### config.mk
export PLATFORM = sky130hd
export DESIGN_NAME = ofdmReceiver
export DESIGN_NICKNAME = d
export VERILOG_FILES = /design/src/common/rxPkg.sv /design/src/common/sampleIf.sv /design/src/guardRemoval/guardRemoval.sv /design/src/channelEst/channelEst.sv /design/src/equalizer/equalizer.sv /design/src/ofdmReceiver.sv
export SDC_FILE = /design/constraint.sdc
export NUM_CORES = 2
export LEC_CHECK = 0
export ABC_AREA = 1
export BUFFER_PORTS_ARGS = -buffer_cell sky130_fd_sc_hd__buf_2
export CAP_MARGIN = 20
export CORE_AREA = 2 2 545 412
export DETAILED_ROUTE_END_ITERATION = 10
export DIE_AREA = 0 0 547 414
export GPL_TIMING_DRIVEN = 0
export MAX_ROUTING_LAYER = met4
export PLACE_DENSITY = 0.45
export RECOVER_POWER = 50
export SYNTH_ARGS = -nofsm -noshare
export SYNTH_HDL_FRONTEND = slang
export SYNTH_SLANG_ARGS = --single-unit
export TNS_END_PERCENT = 1
### constraint.sdc
create_clock -name clk -period 20.4 [get_ports clk]
set_clock_uncertainty 0.1 [all_clocks]
set_input_delay 3.06 -clock clk [delete_from_list [all_inputs] [get_ports clk]]
set_output_delay 3.06 -clock clk [all_outputs]
set_load 0.02 [all_outputs]
### src/common/rxPkg.sv
// Receiver shared types
// Sample, index, product and decision widths plus the equalizer scaling

package rxPkg;

	// ======================================================================
	// Sample path widths
	// ======================================================================

	// One I or Q component
	typedef logic signed [15:0] sampleT;

	// Sum of two sample products, one bit of headroom
	typedef logic signed [32:0] prodT;

	// Subcarrier position inside a body, up to 256 subcarriers
	typedef logic [7:0] subcarIdxT;

	// QPSK decision, bit 0 from real, bit 1 from imaginary
	typedef logic [1:0] infoBitsT;

	// ======================================================================
	// Constants and state encodings
	// ======================================================================

	// Estimate is 1.14, shift returns product to sample scale
	localparam int EqShift = 14;

	// Guard removal phases
	typedef enum logic {
		sPrefix,
		sBody
	} gapStateT;

endpackage

### src/common/sampleIf.sv
`timescale 1ns/1ps
// Body sample stream between receiver blocks
// One complex sample per beat with its subcarrier index

interface sampleIf
	import rxPkg::*;
();

	// Beat qualifier
	logic      valid;
	// Sample payload
	sampleT    re;
	sampleT    im;
	// Position inside the body
	subcarIdxT idx;
	// Final subcarrier of the body
	logic      last;

	// Producer side
	modport source (output valid, re, im, idx, last);

	// Consumer side
	modport sink (input valid, re, im, idx, last);

endinterface

### src/guardRemoval/guardRemoval.sv
`timescale 1ns/1ps
// Guard interval removal
// Drops the cyclic prefix, indexes body samples, steers pilot or data bodies

module guardRemoval
	import rxPkg::*;
#(
	parameter int NumSubcar = 16,
	parameter int PrefixLen = 4
) (
	input  logic   clk,
	input  logic   arstN,
	input  logic   inValid,
	output logic   inReady,
	input  sampleT inRe,
	input  sampleT inIm,
	input  logic   inFirst,
	input  logic   inPilot,
	input  logic   eqReady,
	sampleIf.source pilotBus,
	sampleIf.source dataBus
);

	// Terminal counts
	localparam subcarIdxT LastPrefix = subcarIdxT'(PrefixLen - 1);
	localparam subcarIdxT LastSubcar = subcarIdxT'(NumSubcar - 1);

	gapStateT  state;
	subcarIdxT cnt;
	// Symbol type, captured on its first sample
	logic      pilotQ;

	logic      accept;
	logic      restart;
	logic      bodyValid;
	subcarIdxT prefIdx;

	// ======================================================================
	// Handshake and steering
	// ======================================================================

	// Prefix and pilot samples are always taken, data waits on the equalizer
	assign inReady = (state == sPrefix) || pilotQ || eqReady;
	assign accept  = inValid && inReady;

	// First sample always counts as prefix sample zero
	assign restart = inValid && inFirst;
	assign prefIdx = restart ? '0 : cnt;

	// Body beat, never a restart
	assign bodyValid = inValid && !inFirst && (state == sBody);

	// Pilot bodies
	assign pilotBus.valid = bodyValid && pilotQ;
	assign pilotBus.re    = inRe;
	assign pilotBus.im    = inIm;
	assign pilotBus.idx   = cnt;
	assign pilotBus.last  = (cnt == LastSubcar);

	// Data bodies
	assign dataBus.valid = bodyValid && !pilotQ;
	assign dataBus.re    = inRe;
	assign dataBus.im    = inIm;
	assign dataBus.idx   = cnt;
	assign dataBus.last  = (cnt == LastSubcar);

	// ======================================================================
	// Prefix / body counter
	// ======================================================================

	always_ff @(posedge clk or negedge arstN) begin
		if (!arstN) begin
			state  <= sPrefix;
			cnt    <= '0;
			pilotQ <= 1'b0;
		end else if (accept) begin
			if (restart || state == sPrefix) begin
				if (restart) begin
					pilotQ <= inPilot;
				end
				// Prefix sample discarded, move on after the last one
				if (prefIdx == LastPrefix) begin
					state <= sBody;
					cnt   <= '0;
				end else begin
					state <= sPrefix;
					cnt   <= prefIdx + 1'b1;
				end
			end else begin
				// Body sample forwarded on one of the buses
				if (cnt == LastSubcar) begin
					state <= sPrefix;
					cnt   <= '0;
				end else begin
					cnt <= cnt + 1'b1;
				end
			end
		end
	end

endmodule

### src/channelEst/channelEst.sv
`timescale 1ns/1ps
// Channel estimate store
// Keeps the latest pilot body per subcarrier, pilot assumed sent as +1

module channelEst
	import rxPkg::*;
#(
	parameter int NumSubcar = 16
) (
	input  logic      clk,
	input  logic      arstN,
	sampleIf.sink     pilotBus,
	input  subcarIdxT rdIdx,
	output sampleT    hRe,
	output sampleT    hIm
);

	// Address width for the table
	localparam int AddrW = (NumSubcar > 1) ? $clog2(NumSubcar) : 1;

	// One complex entry per subcarrier
	sampleT memRe [NumSubcar];
	sampleT memIm [NumSubcar];

	logic [AddrW-1:0] wrAddr;
	logic [AddrW-1:0] rdAddr;

	assign wrAddr = pilotBus.idx[AddrW-1:0];
	assign rdAddr = rdIdx[AddrW-1:0];

	// ======================================================================
	// Pilot capture
	// ======================================================================

	// Newest pilot overwrites, readable next cycle
	always_ff @(posedge clk or negedge arstN) begin
		if (!arstN) begin
			for (int i = 0; i < NumSubcar; i++) begin
				memRe[i] <= '0;
				memIm[i] <= '0;
			end
		end else if (pilotBus.valid) begin
			// Received value equals the channel for a +1 pilot
			memRe[wrAddr] <= pilotBus.re;
			memIm[wrAddr] <= pilotBus.im;
		end
	end

	// ======================================================================
	// Read port
	// ======================================================================

	// Asynchronous lookup for the equalizer
	assign hRe = memRe[rdAddr];
	assign hIm = memIm[rdAddr];

endmodule

### src/equalizer/equalizer.sv
`timescale 1ns/1ps
// Conjugate equalizer with QPSK slicer
// Two stage pipeline, y times conj(h), scaled back to sample width

module equalizer
	import rxPkg::*;
#(
	parameter int NumSubcar = 16
) (
	input  logic      clk,
	input  logic      arstN,
	sampleIf.sink     dataBus,
	output logic      eqReady,

	// Estimate lookup
	output subcarIdxT hIdx,
	input  sampleT    hRe,
	input  sampleT    hIm,

	// Result stream
	output logic      outValid,
	input  logic      outReady,
	output sampleT    outRe,
	output sampleT    outIm,
	output infoBitsT  outBits,
	output logic      outLast
);

	// Stage one
	logic   s1Valid;
	logic   s1Last;
	sampleT s1YRe;
	sampleT s1YIm;
	sampleT s1HRe;
	sampleT s1HIm;

	// Stage two arithmetic
	logic   advance;
	prodT   sumRe;
	prodT   sumIm;
	sampleT eqRe;
	sampleT eqIm;

	// ======================================================================
	// Flow control and lookup
	// ======================================================================

	// Whole pipe moves together, output slot free or being drained
	assign advance = outReady || !outValid;
	assign eqReady = advance;

	// Keep the table read inside the body range
	assign hIdx = (dataBus.idx < subcarIdxT'(NumSubcar)) ? dataBus.idx : '0;

	// ======================================================================
	// Conjugate multiply
	// ======================================================================

	// (yRe + j yIm) * (hRe - j hIm)
	assign sumRe = prodT'(s1HRe) * prodT'(s1YRe) + prodT'(s1HIm) * prodT'(s1YIm);
	assign sumIm = prodT'(s1HRe) * prodT'(s1YIm) - prodT'(s1HIm) * prodT'(s1YRe);

	// Back to 1.14 sample scale, low 16 bits kept
	assign eqRe = sampleT'(sumRe >>> EqShift);
	assign eqIm = sampleT'(sumIm >>> EqShift);

	// ======================================================================
	// Pipeline registers
	// ======================================================================

	// Valid flags
	always_ff @(posedge clk or negedge arstN) begin
		if (!arstN) begin
			s1Valid  <= 1'b0;
			outValid <= 1'b0;
		end else if (advance) begin
			s1Valid  <= dataBus.valid;
			outValid <= s1Valid;
		end
	end

	// Payload, held under back-pressure
	always_ff @(posedge clk) begin
		if (advance) begin
			// Sample with its estimate
			s1YRe  <= dataBus.re;
			s1YIm  <= dataBus.im;
			s1HRe  <= hRe;
			s1HIm  <= hIm;
			s1Last <= dataBus.last;

			// Equalized symbol and hard decision
			outRe   <= eqRe;
			outIm   <= eqIm;
			outBits <= {eqIm[15], eqRe[15]};  // negative component gives a one
			outLast <= s1Last;
		end
	end

endmodule

### src/ofdmReceiver.sv
`timescale 1ns/1ps
// OFDM receiver back end
// Prefix removal, pilot based channel estimate, conjugate equalizer, QPSK slicer

module ofdmReceiver
	import rxPkg::*;
#(
	parameter int NumSubcar = 16,
	parameter int PrefixLen = 4
) (
	input  logic     clk,
	input  logic     arstN,

	// Time domain sample input
	input  logic     inValid,
	output logic     inReady,
	input  sampleT   inRe,
	input  sampleT   inIm,
	input  logic     inFirst,
	input  logic     inPilot,

	// Equalized symbols and decisions
	output logic     outValid,
	input  logic     outReady,
	output sampleT   outRe,
	output sampleT   outIm,
	output infoBitsT outBits,
	output logic     outLast
);

	// ======================================================================
	// Internal buses
	// ======================================================================

	// Pilot bodies toward the estimator, always accepted
	sampleIf pilotBus ();
	// Data bodies toward the equalizer
	sampleIf dataBus ();

	// Data path back-pressure
	logic      eqReady;

	// Estimate lookup
	subcarIdxT rdIdx;
	sampleT    hRe;
	sampleT    hIm;

	// ======================================================================
	// Blocks
	// ======================================================================

	guardRemoval #(
		.NumSubcar (NumSubcar),
		.PrefixLen (PrefixLen)
	) guardRemovalInst (
		.clk      (clk),
		.arstN    (arstN),
		.inValid  (inValid),
		.inReady  (inReady),
		.inRe     (inRe),
		.inIm     (inIm),
		.inFirst  (inFirst),
		.inPilot  (inPilot),
		.eqReady  (eqReady),
		.pilotBus (pilotBus),
		.dataBus  (dataBus)
	);

	channelEst #(
		.NumSubcar (NumSubcar)
	) channelEstInst (
		.clk      (clk),
		.arstN    (arstN),
		.pilotBus (pilotBus),
		.rdIdx    (rdIdx),
		.hRe      (hRe),
		.hIm      (hIm)
	);

	equalizer #(
		.NumSubcar (NumSubcar)
	) equalizerInst (
		.clk      (clk),
		.arstN    (arstN),
		.dataBus  (dataBus),
		.eqReady  (eqReady),
		.hIdx     (rdIdx),
		.hRe      (hRe),
		.hIm      (hIm),
		.outValid (outValid),
		.outReady (outReady),
		.outRe    (outRe),
		.outIm    (outIm),
		.outBits  (outBits),
		.outLast  (outLast)
	);

endmodule

### Word level (Yosys, flattened, before mapping)

Cells that the tools add are included.

* $add $sub $neg: 4
* $mul: 4
* div/mod/pow operators: 0
* $lt $le $gt $ge: 4
* equality and inequality tests: 2
* shifts and indexed selects: 0
* multiplexer cells: 18
* bitwise logic cells: 3
* reduce and logical (&&, ||, !) cells: 17

Operators with widths (number)
* 256-bit bitwise mux: 2
* 16-bit binary-select mux with 4-bit select: 2
* 16-bit by 16-bit multiplier with 30-bit output: 4
* 16-bit 2-to-1 mux: 5
* 16-bit demux with 4-bit select: 1
* 8-bit 2-to-1 mux: 4
* 30-bit adder: 1
* 30-bit subtractor: 1
* 8-bit by 1-bit adder with 8-bit output (second input constant): 2
* 5-bit >= comparator (second input constant): 2
* 4-bit NOT with 5-bit output: 2
* 8-bit by 2-bit == test with 1-bit output (second input constant): 1
* 8-bit by 4-bit == test with 1-bit output (second input constant): 1
* 8-bit by 5-bit less-than comparator with 1-bit output (second input constant): 1
* 1-bit logical AND: 7
* 5-bit by 1-bit less-than comparator with 1-bit output (second input constant): 1
* 1-bit logical OR: 4
* 4-bit 2-to-1 mux: 1
* 1-bit zero test: 3
* 1-bit 2-to-1 mux: 3
* 3-bit AND reduction: 1
* 2-bit AND reduction: 1
* 2-bit nonzero test: 1
* 1-bit NOT: 1

* flip-flop bits (word level): 624
* latch bits: 0
* bits in writable memories: 0
* memory bits (read-only): 0
* input port bits: 38
* output and inout bits: 37
* word-level logic and storage cells: 98
* memories kept: 0

### Depth between registers and ports, before layout

* depth after elaboration: 6
* mapped depth: 35
* gate-level depth less buffers: 33

### By module

Synthesis repeated with hierarchy kept, for this count alone.

* cells, all modules: 8555
* area total of the unflattened synthesis: 68602.0 sq um

By module, submodules not included
* equalizer: times used 1, cells each 5089, area each 42694.7 sq um, seq. area each 2992.9 sq um
* channelEst: times used 1, cells each 3276, area each 24561.1 sq um, seq. area each 12812.3 sq um
* guardRemoval: times used 1, cells each 190, area each 1346.3 sq um, seq. area each 250.2 sq um

### Least setup slack after synthesis

No wires, ideal clock.

* path type: in2out
* start point: input port outReady
* end point: output port inReady
* arrival time: 5.428 ns
* path slack: 11.812 ns
* stages: 4
* path buffers: 0
* path through: nor2_1 inv_1 nor3_1 inv_1

* word-level cells in the longest chain between the ends: 2

RTL lines
* from (decl): RTL line ofdmReceiver.sv:24 `input logic outReady,`
* 1-bit logical OR: RTL line equalizer.sv:49 `assign advance = outReady || !outValid;`
* named net eqReady: RTL line ofdmReceiver.sv:41 `logic eqReady;`
* 1-bit logical OR: RTL line guardRemoval.sv:43 `assign inReady = (state == sPrefix) || pilotQ || eqReady;`
* to (decl): RTL line ofdmReceiver.sv:16 `output logic inReady,`

The timed path passes the listed nets, and every way through them passes these cells.

==> metrics.yaml <==
critical_path:
  crit_chain: "clkbuf_1 > clkbuf_1"
  path_class: "in -> async"
  origin_of_the_critical_flop_to_flop_path: "equalizerInst.s1HRe[15]"
  critPathBufInv: 2
  reg2reg_to: "equalizerInst.outBits[1]"
  slowest_delay_ps: 4560
  ff2ff_path_depth: 27
  timing.critical_path.mode_cell: "sky130_fd_sc_hd__clkbuf_1"
  crit_family: "buffers and inverters"
  setup.worst_path.start_class: "input pin"
  critical-path-slowest-cell: "sky130_fd_sc_hd__clkbuf_1"
  worst_ep_arrival_time_ps: 11540
  kind_of_capture_point_of_the_worst_setup_path: "async pin"
  critPathMaxFanout: 112
  worst-endpoint-required_ps: 19580
  setup.reg_to_reg.worst_slack_ps: 9620
placement:
  quantity_of_i_o_buffers_inserted_on_ports: 74
  place.gp.congestion: 1.035
  hpwlAfterDp_um: 240000
  dp.cells: 10746
  placed_area_um2: 70980
clocking:
  cts_inserted_buffers: 74
  ctsRootBufferMaster: "sky130_fd_sc_hd__clkbuf_16"
  cts_post_setup_buffers_inserted: 0
  clkSinkCount: 622
  tritoncts: "done"
  cts.clk_slew.worst_paths_ps: 60
  ctsResizeCount: 0
  clock_tree.buffer_depth: 3
  cts_max_level: 3
  worstSkewPairLatency_ps: 730
  holdBufCountCts: 0
detailed_routing:
  route.detailed.drc: 0
  ant_nets: 0
  drt-wirelength-per-cell_um: 26.90
  drt_first_pass_iters: 6
  detailroute.via_count: 54003
  drt_wl_total_um: 293300
  post_drt_via_cell_ratio: 4.953
  drt_iter0_drc: 6716
run:
  maximum_capacitance_violations: 4
timing:
  setup_repair_after_global_routing_missed_its_margin: "false"
  post-route-min-period_ps: 12370
  final_setup_violations: 0
  final-max-slew-violation-count: 319
  max-slew-margin-rel_pct: -310.9
  final.period_utilization_pct: 60.62
  highest_attainable_clock_frequency_mhz: 80.86
  tightest_slew_ps: 6163
  report.final.hold_viol_count: 0
  tns_ps: 0
worst_hold_path:
  worstHoldStart: "equalizerInst.s1Last"
  worstHoldPathType: "reg -> reg"
  hold-path-endpoint: "equalizerInst.outLast"
  worstHoldPathCells: 0
final_layout:
  syn2layout_area_growth_pct: 11.18
  filler_cell_count: 23318
  postLayoutCellArea_um2: 73350
  non_filler_cells_in_the_finished_layout: 10903
  final_net_count: 9283
  fraction_of_final_layout_cells_sized_beyond_drive_strength_1_pct: 3.306
floorplanning:
  effective_utilization_at_floorplan_pct: 29.81
  die_area_um2: 226500
  coreArea_um2: 221300
  core.rowCount: 150
  boundaryPins: 75
  die_width_um: 547
  chipHeight_um: 414
synth:
  synth_area_um2: 65970
  synth_enable_flop_cells: 98
  synth-compound-area-share_pct: 8.113
  seq_area_frac_synth_pct: 24.34
  post_synth_fa_ha_maj_area_fraction_pct: 38.43
  post_synth_main_area_contributors: "sky130_fd_sc_hd__fa_1 (33%), sky130_fd_sc_hd__dfrtp_1 (20%), sky130_fd_sc_hd__inv_1 (11%)"
  syn_nets: 9069
  netlist_instances: 7655
  post_synth_mux_area_share_pct: 1.866
  ys_seq_elements: 622
  synth_xor_xnor_area_share_pct: 0.7700
  ys_flop_type: "sky130_fd_sc_hd__dfrtp_1"
  synth_cell_type_count: 47
  synth_top_area_cell: "sky130_fd_sc_hd__fa_1"
  postSynthAreaPerCell_um2: 8.618
  synth.yosys.warnings: 0
  synth_simple_gate_area_share_pct: 13.07
  main_combinational_cell_family_by_area_after_synthesis: "adder cells"
  fraction_of_synthesis_flops_using_an_asynchronous_set_or_reset_pin_pct: 84.24
  yosysTopAreaCellShare_pct: 32.89
global_routing:
  global_route_wire_length_before_repair_um: 415200
  maximum_number_of_pins_on_one_net_before_global_route_repair: 113
  track_usage_pct: 26.85
  first_global_vias: 53560
  antenna_violations_before_repair: 23
  grt_overflow_total: 0
outcome:
  status: "complete, but fails checks"
  violations: "capacitance limit, slew limit"
synthesized netlist by cell type (2+ instances only):
master and number:
sky130_fd_sc_hd__nand3_1 96, sky130_fd_sc_hd__buf_1 10, sky130_fd_sc_hd__ha_1 292, sky130_fd_sc_hd__a21o_1 14
sky130_fd_sc_hd__nand2_2 16, sky130_fd_sc_hd__o211ai_1 4, sky130_fd_sc_hd__or2_2 13, sky130_fd_sc_hd__inv_1 1881
sky130_fd_sc_hd__o21a_1 2, sky130_fd_sc_hd__a31oi_1 10, sky130_fd_sc_hd__xnor2_1 24, sky130_fd_sc_hd__buf_2 65
sky130_fd_sc_hd__o21ai_0 690, sky130_fd_sc_hd__nor2_2 2, sky130_fd_sc_hd__a211oi_1 2, sky130_fd_sc_hd__clkinv_1 2
sky130_fd_sc_hd__o221ai_1 88, sky130_fd_sc_hd__nor2_4 5, sky130_fd_sc_hd__dfrtp_1 524, sky130_fd_sc_hd__a22oi_1 3
sky130_fd_sc_hd__mux2i_1 123, sky130_fd_sc_hd__nand3b_1 5, sky130_fd_sc_hd__xor2_1 34, sky130_fd_sc_hd__nand2_1 1776
sky130_fd_sc_hd__clkbuf_1 319, sky130_fd_sc_hd__nor2_1 255, sky130_fd_sc_hd__buf_6 12, sky130_fd_sc_hd__nand4_1 13
sky130_fd_sc_hd__buf_4 10, sky130_fd_sc_hd__nor3_1 17, sky130_fd_sc_hd__o21bai_1 7, sky130_fd_sc_hd__a221oi_1 3
sky130_fd_sc_hd__o21ai_1 33, sky130_fd_sc_hd__nor4_1 6, sky130_fd_sc_hd__a21oi_1 64, sky130_fd_sc_hd__edfxtp_1 98
sky130_fd_sc_hd__o31ai_1 4, sky130_fd_sc_hd__inv_2 2, sky130_fd_sc_hd__fa_1 1084, sky130_fd_sc_hd__o22ai_1 40
metal layers:
layer	track usage, %	wire [µm]	vias to the layer above
met1	41.39	140500	27721
met3	9.667	39740	277
met4	5.284	6261	0
met5	-	0	-
li1	-	-	23165
met2	32.52	106800	2840
worst max-delay path by stage:
stage	start	end	slack (ps)	cells past startpoint
floorplan	outReady	inReady	11810	4
finish	arstN	channelEstInst.memRe[148]	8030	2
global route	arstN	channelEstInst.memRe[148]	5990	2
global placement	arstN	channelEstInst.memRe[97]	4630	1
CTS	equalizerInst.s1HRe[15]	equalizerInst.outBits[1]	9930	27
detailed placement	equalizerInst.s1HRe[15]	equalizerInst.outBits[1]	9950	27
metrics by stage:
step                util [%]  hold slack [ps]  worst slack (ps)
global route           33.14            329.0              5991
finish                 33.15            317.8              8033
floorplan                  -            300.3             11810
CTS                    33.18            319.4              9932
detailed placement     32.08            305.2              9954
global placement       31.66            305.5              4629
state kept, by name, indices dropped and copies added (netlist names), 2 cells and up:
register and flops:
equalizerInst.outIm 15, equalizerInst.s1YRe 16, equalizerInst.outBits 2, equalizerInst.s1HIm 16, equalizerInst.s1YIm 16, channelEstInst.memRe 256
channelEstInst.memIm 256, equalizerInst.s1HRe 16, guardRemovalInst.dataBus.idx 8, equalizerInst.outRe 15
worst register-to-register path, stage by stage, from the launching register on:
cell	delay, ps
sky130_fd_sc_hd__edfxtp_1	360
sky130_fd_sc_hd__clkbuf_1	650
sky130_fd_sc_hd__clkbuf_1	1000
sky130_fd_sc_hd__nand2_1	330
sky130_fd_sc_hd__inv_1	210
sky130_fd_sc_hd__fa_1	570
sky130_fd_sc_hd__fa_1	590
sky130_fd_sc_hd__fa_1	760
sky130_fd_sc_hd__inv_1	310
sky130_fd_sc_hd__fa_1	590
sky130_fd_sc_hd__inv_1	60
sky130_fd_sc_hd__fa_1	500
sky130_fd_sc_hd__inv_1	50
sky130_fd_sc_hd__fa_1	530
sky130_fd_sc_hd__inv_1	50
sky130_fd_sc_hd__fa_1	470
sky130_fd_sc_hd__inv_1	60
sky130_fd_sc_hd__fa_1	800
sky130_fd_sc_hd__inv_1	100
sky130_fd_sc_hd__ha_1	430
sky130_fd_sc_hd__a21oi_1	460
sky130_fd_sc_hd__o31ai_1	150
sky130_fd_sc_hd__a21oi_1	200
sky130_fd_sc_hd__o21ai_0	110
sky130_fd_sc_hd__inv_1	60
sky130_fd_sc_hd__nand2_1	440
sky130_fd_sc_hd__nand3_1	250
sky130_fd_sc_hd__nand2_1	260
cells by family after synthesis:
family,Yosys count
AND/OR/NAND/NOR,2207
flip-flops,622
multiplexers,123
AO/OA/AOI/OAI,968
adder cells (fa/ha/maj),1376
XOR/XNOR,58
buffers and inverters,2301
final cells by class:
class / instances / area [µm²] / area share [%]
timing repair buffer: 138 / 1294 / 1.764
inverter: 1885 / 7077 / 9.648
tap: 2964 / 3709 / 5.056
sequential: 622 / 16060 / 21.89
antenna: 15 / 37.54 / 0.05117
buffer: 416 / 1744 / 2.378
multi-input combinational: 4732 / 40990 / 55.88
clock inverter: 22 / 287.8 / 0.3923
clock buffer: 109 / 2156 / 2.939
cells in the final DEF (no fill, tap or decap), drive strengths merged, types with 5 or more instances in the layout:
| master | count |
|---|---|
| a21oi | 64 |
| xnor2 | 24 |
| o221ai | 88 |
| nor4 | 7 |
| ha | 292 |
| clkbuf | 522 |
| or2 | 13 |
| a31oi | 10 |
| edfxtp | 98 |
| nor3 | 18 |
| fa | 1084 |
| dfrtp | 524 |
| o22ai | 40 |
| o21ai | 723 |
| o21bai | 7 |
| inv | 1888 |
| buf | 141 |
| nor2 | 262 |
| diode | 15 |
| mux2i | 123 |
| xor2 | 34 |
| clkinv | 18 |
| a21o | 14 |
| nand3b | 5 |
| nand3 | 96 |
| nand4 | 13 |
| nand2 | 1792 |
Power is not shown: default switching activity piles up to over one toggle a cycle in this logic, so the estimate is an artifact.
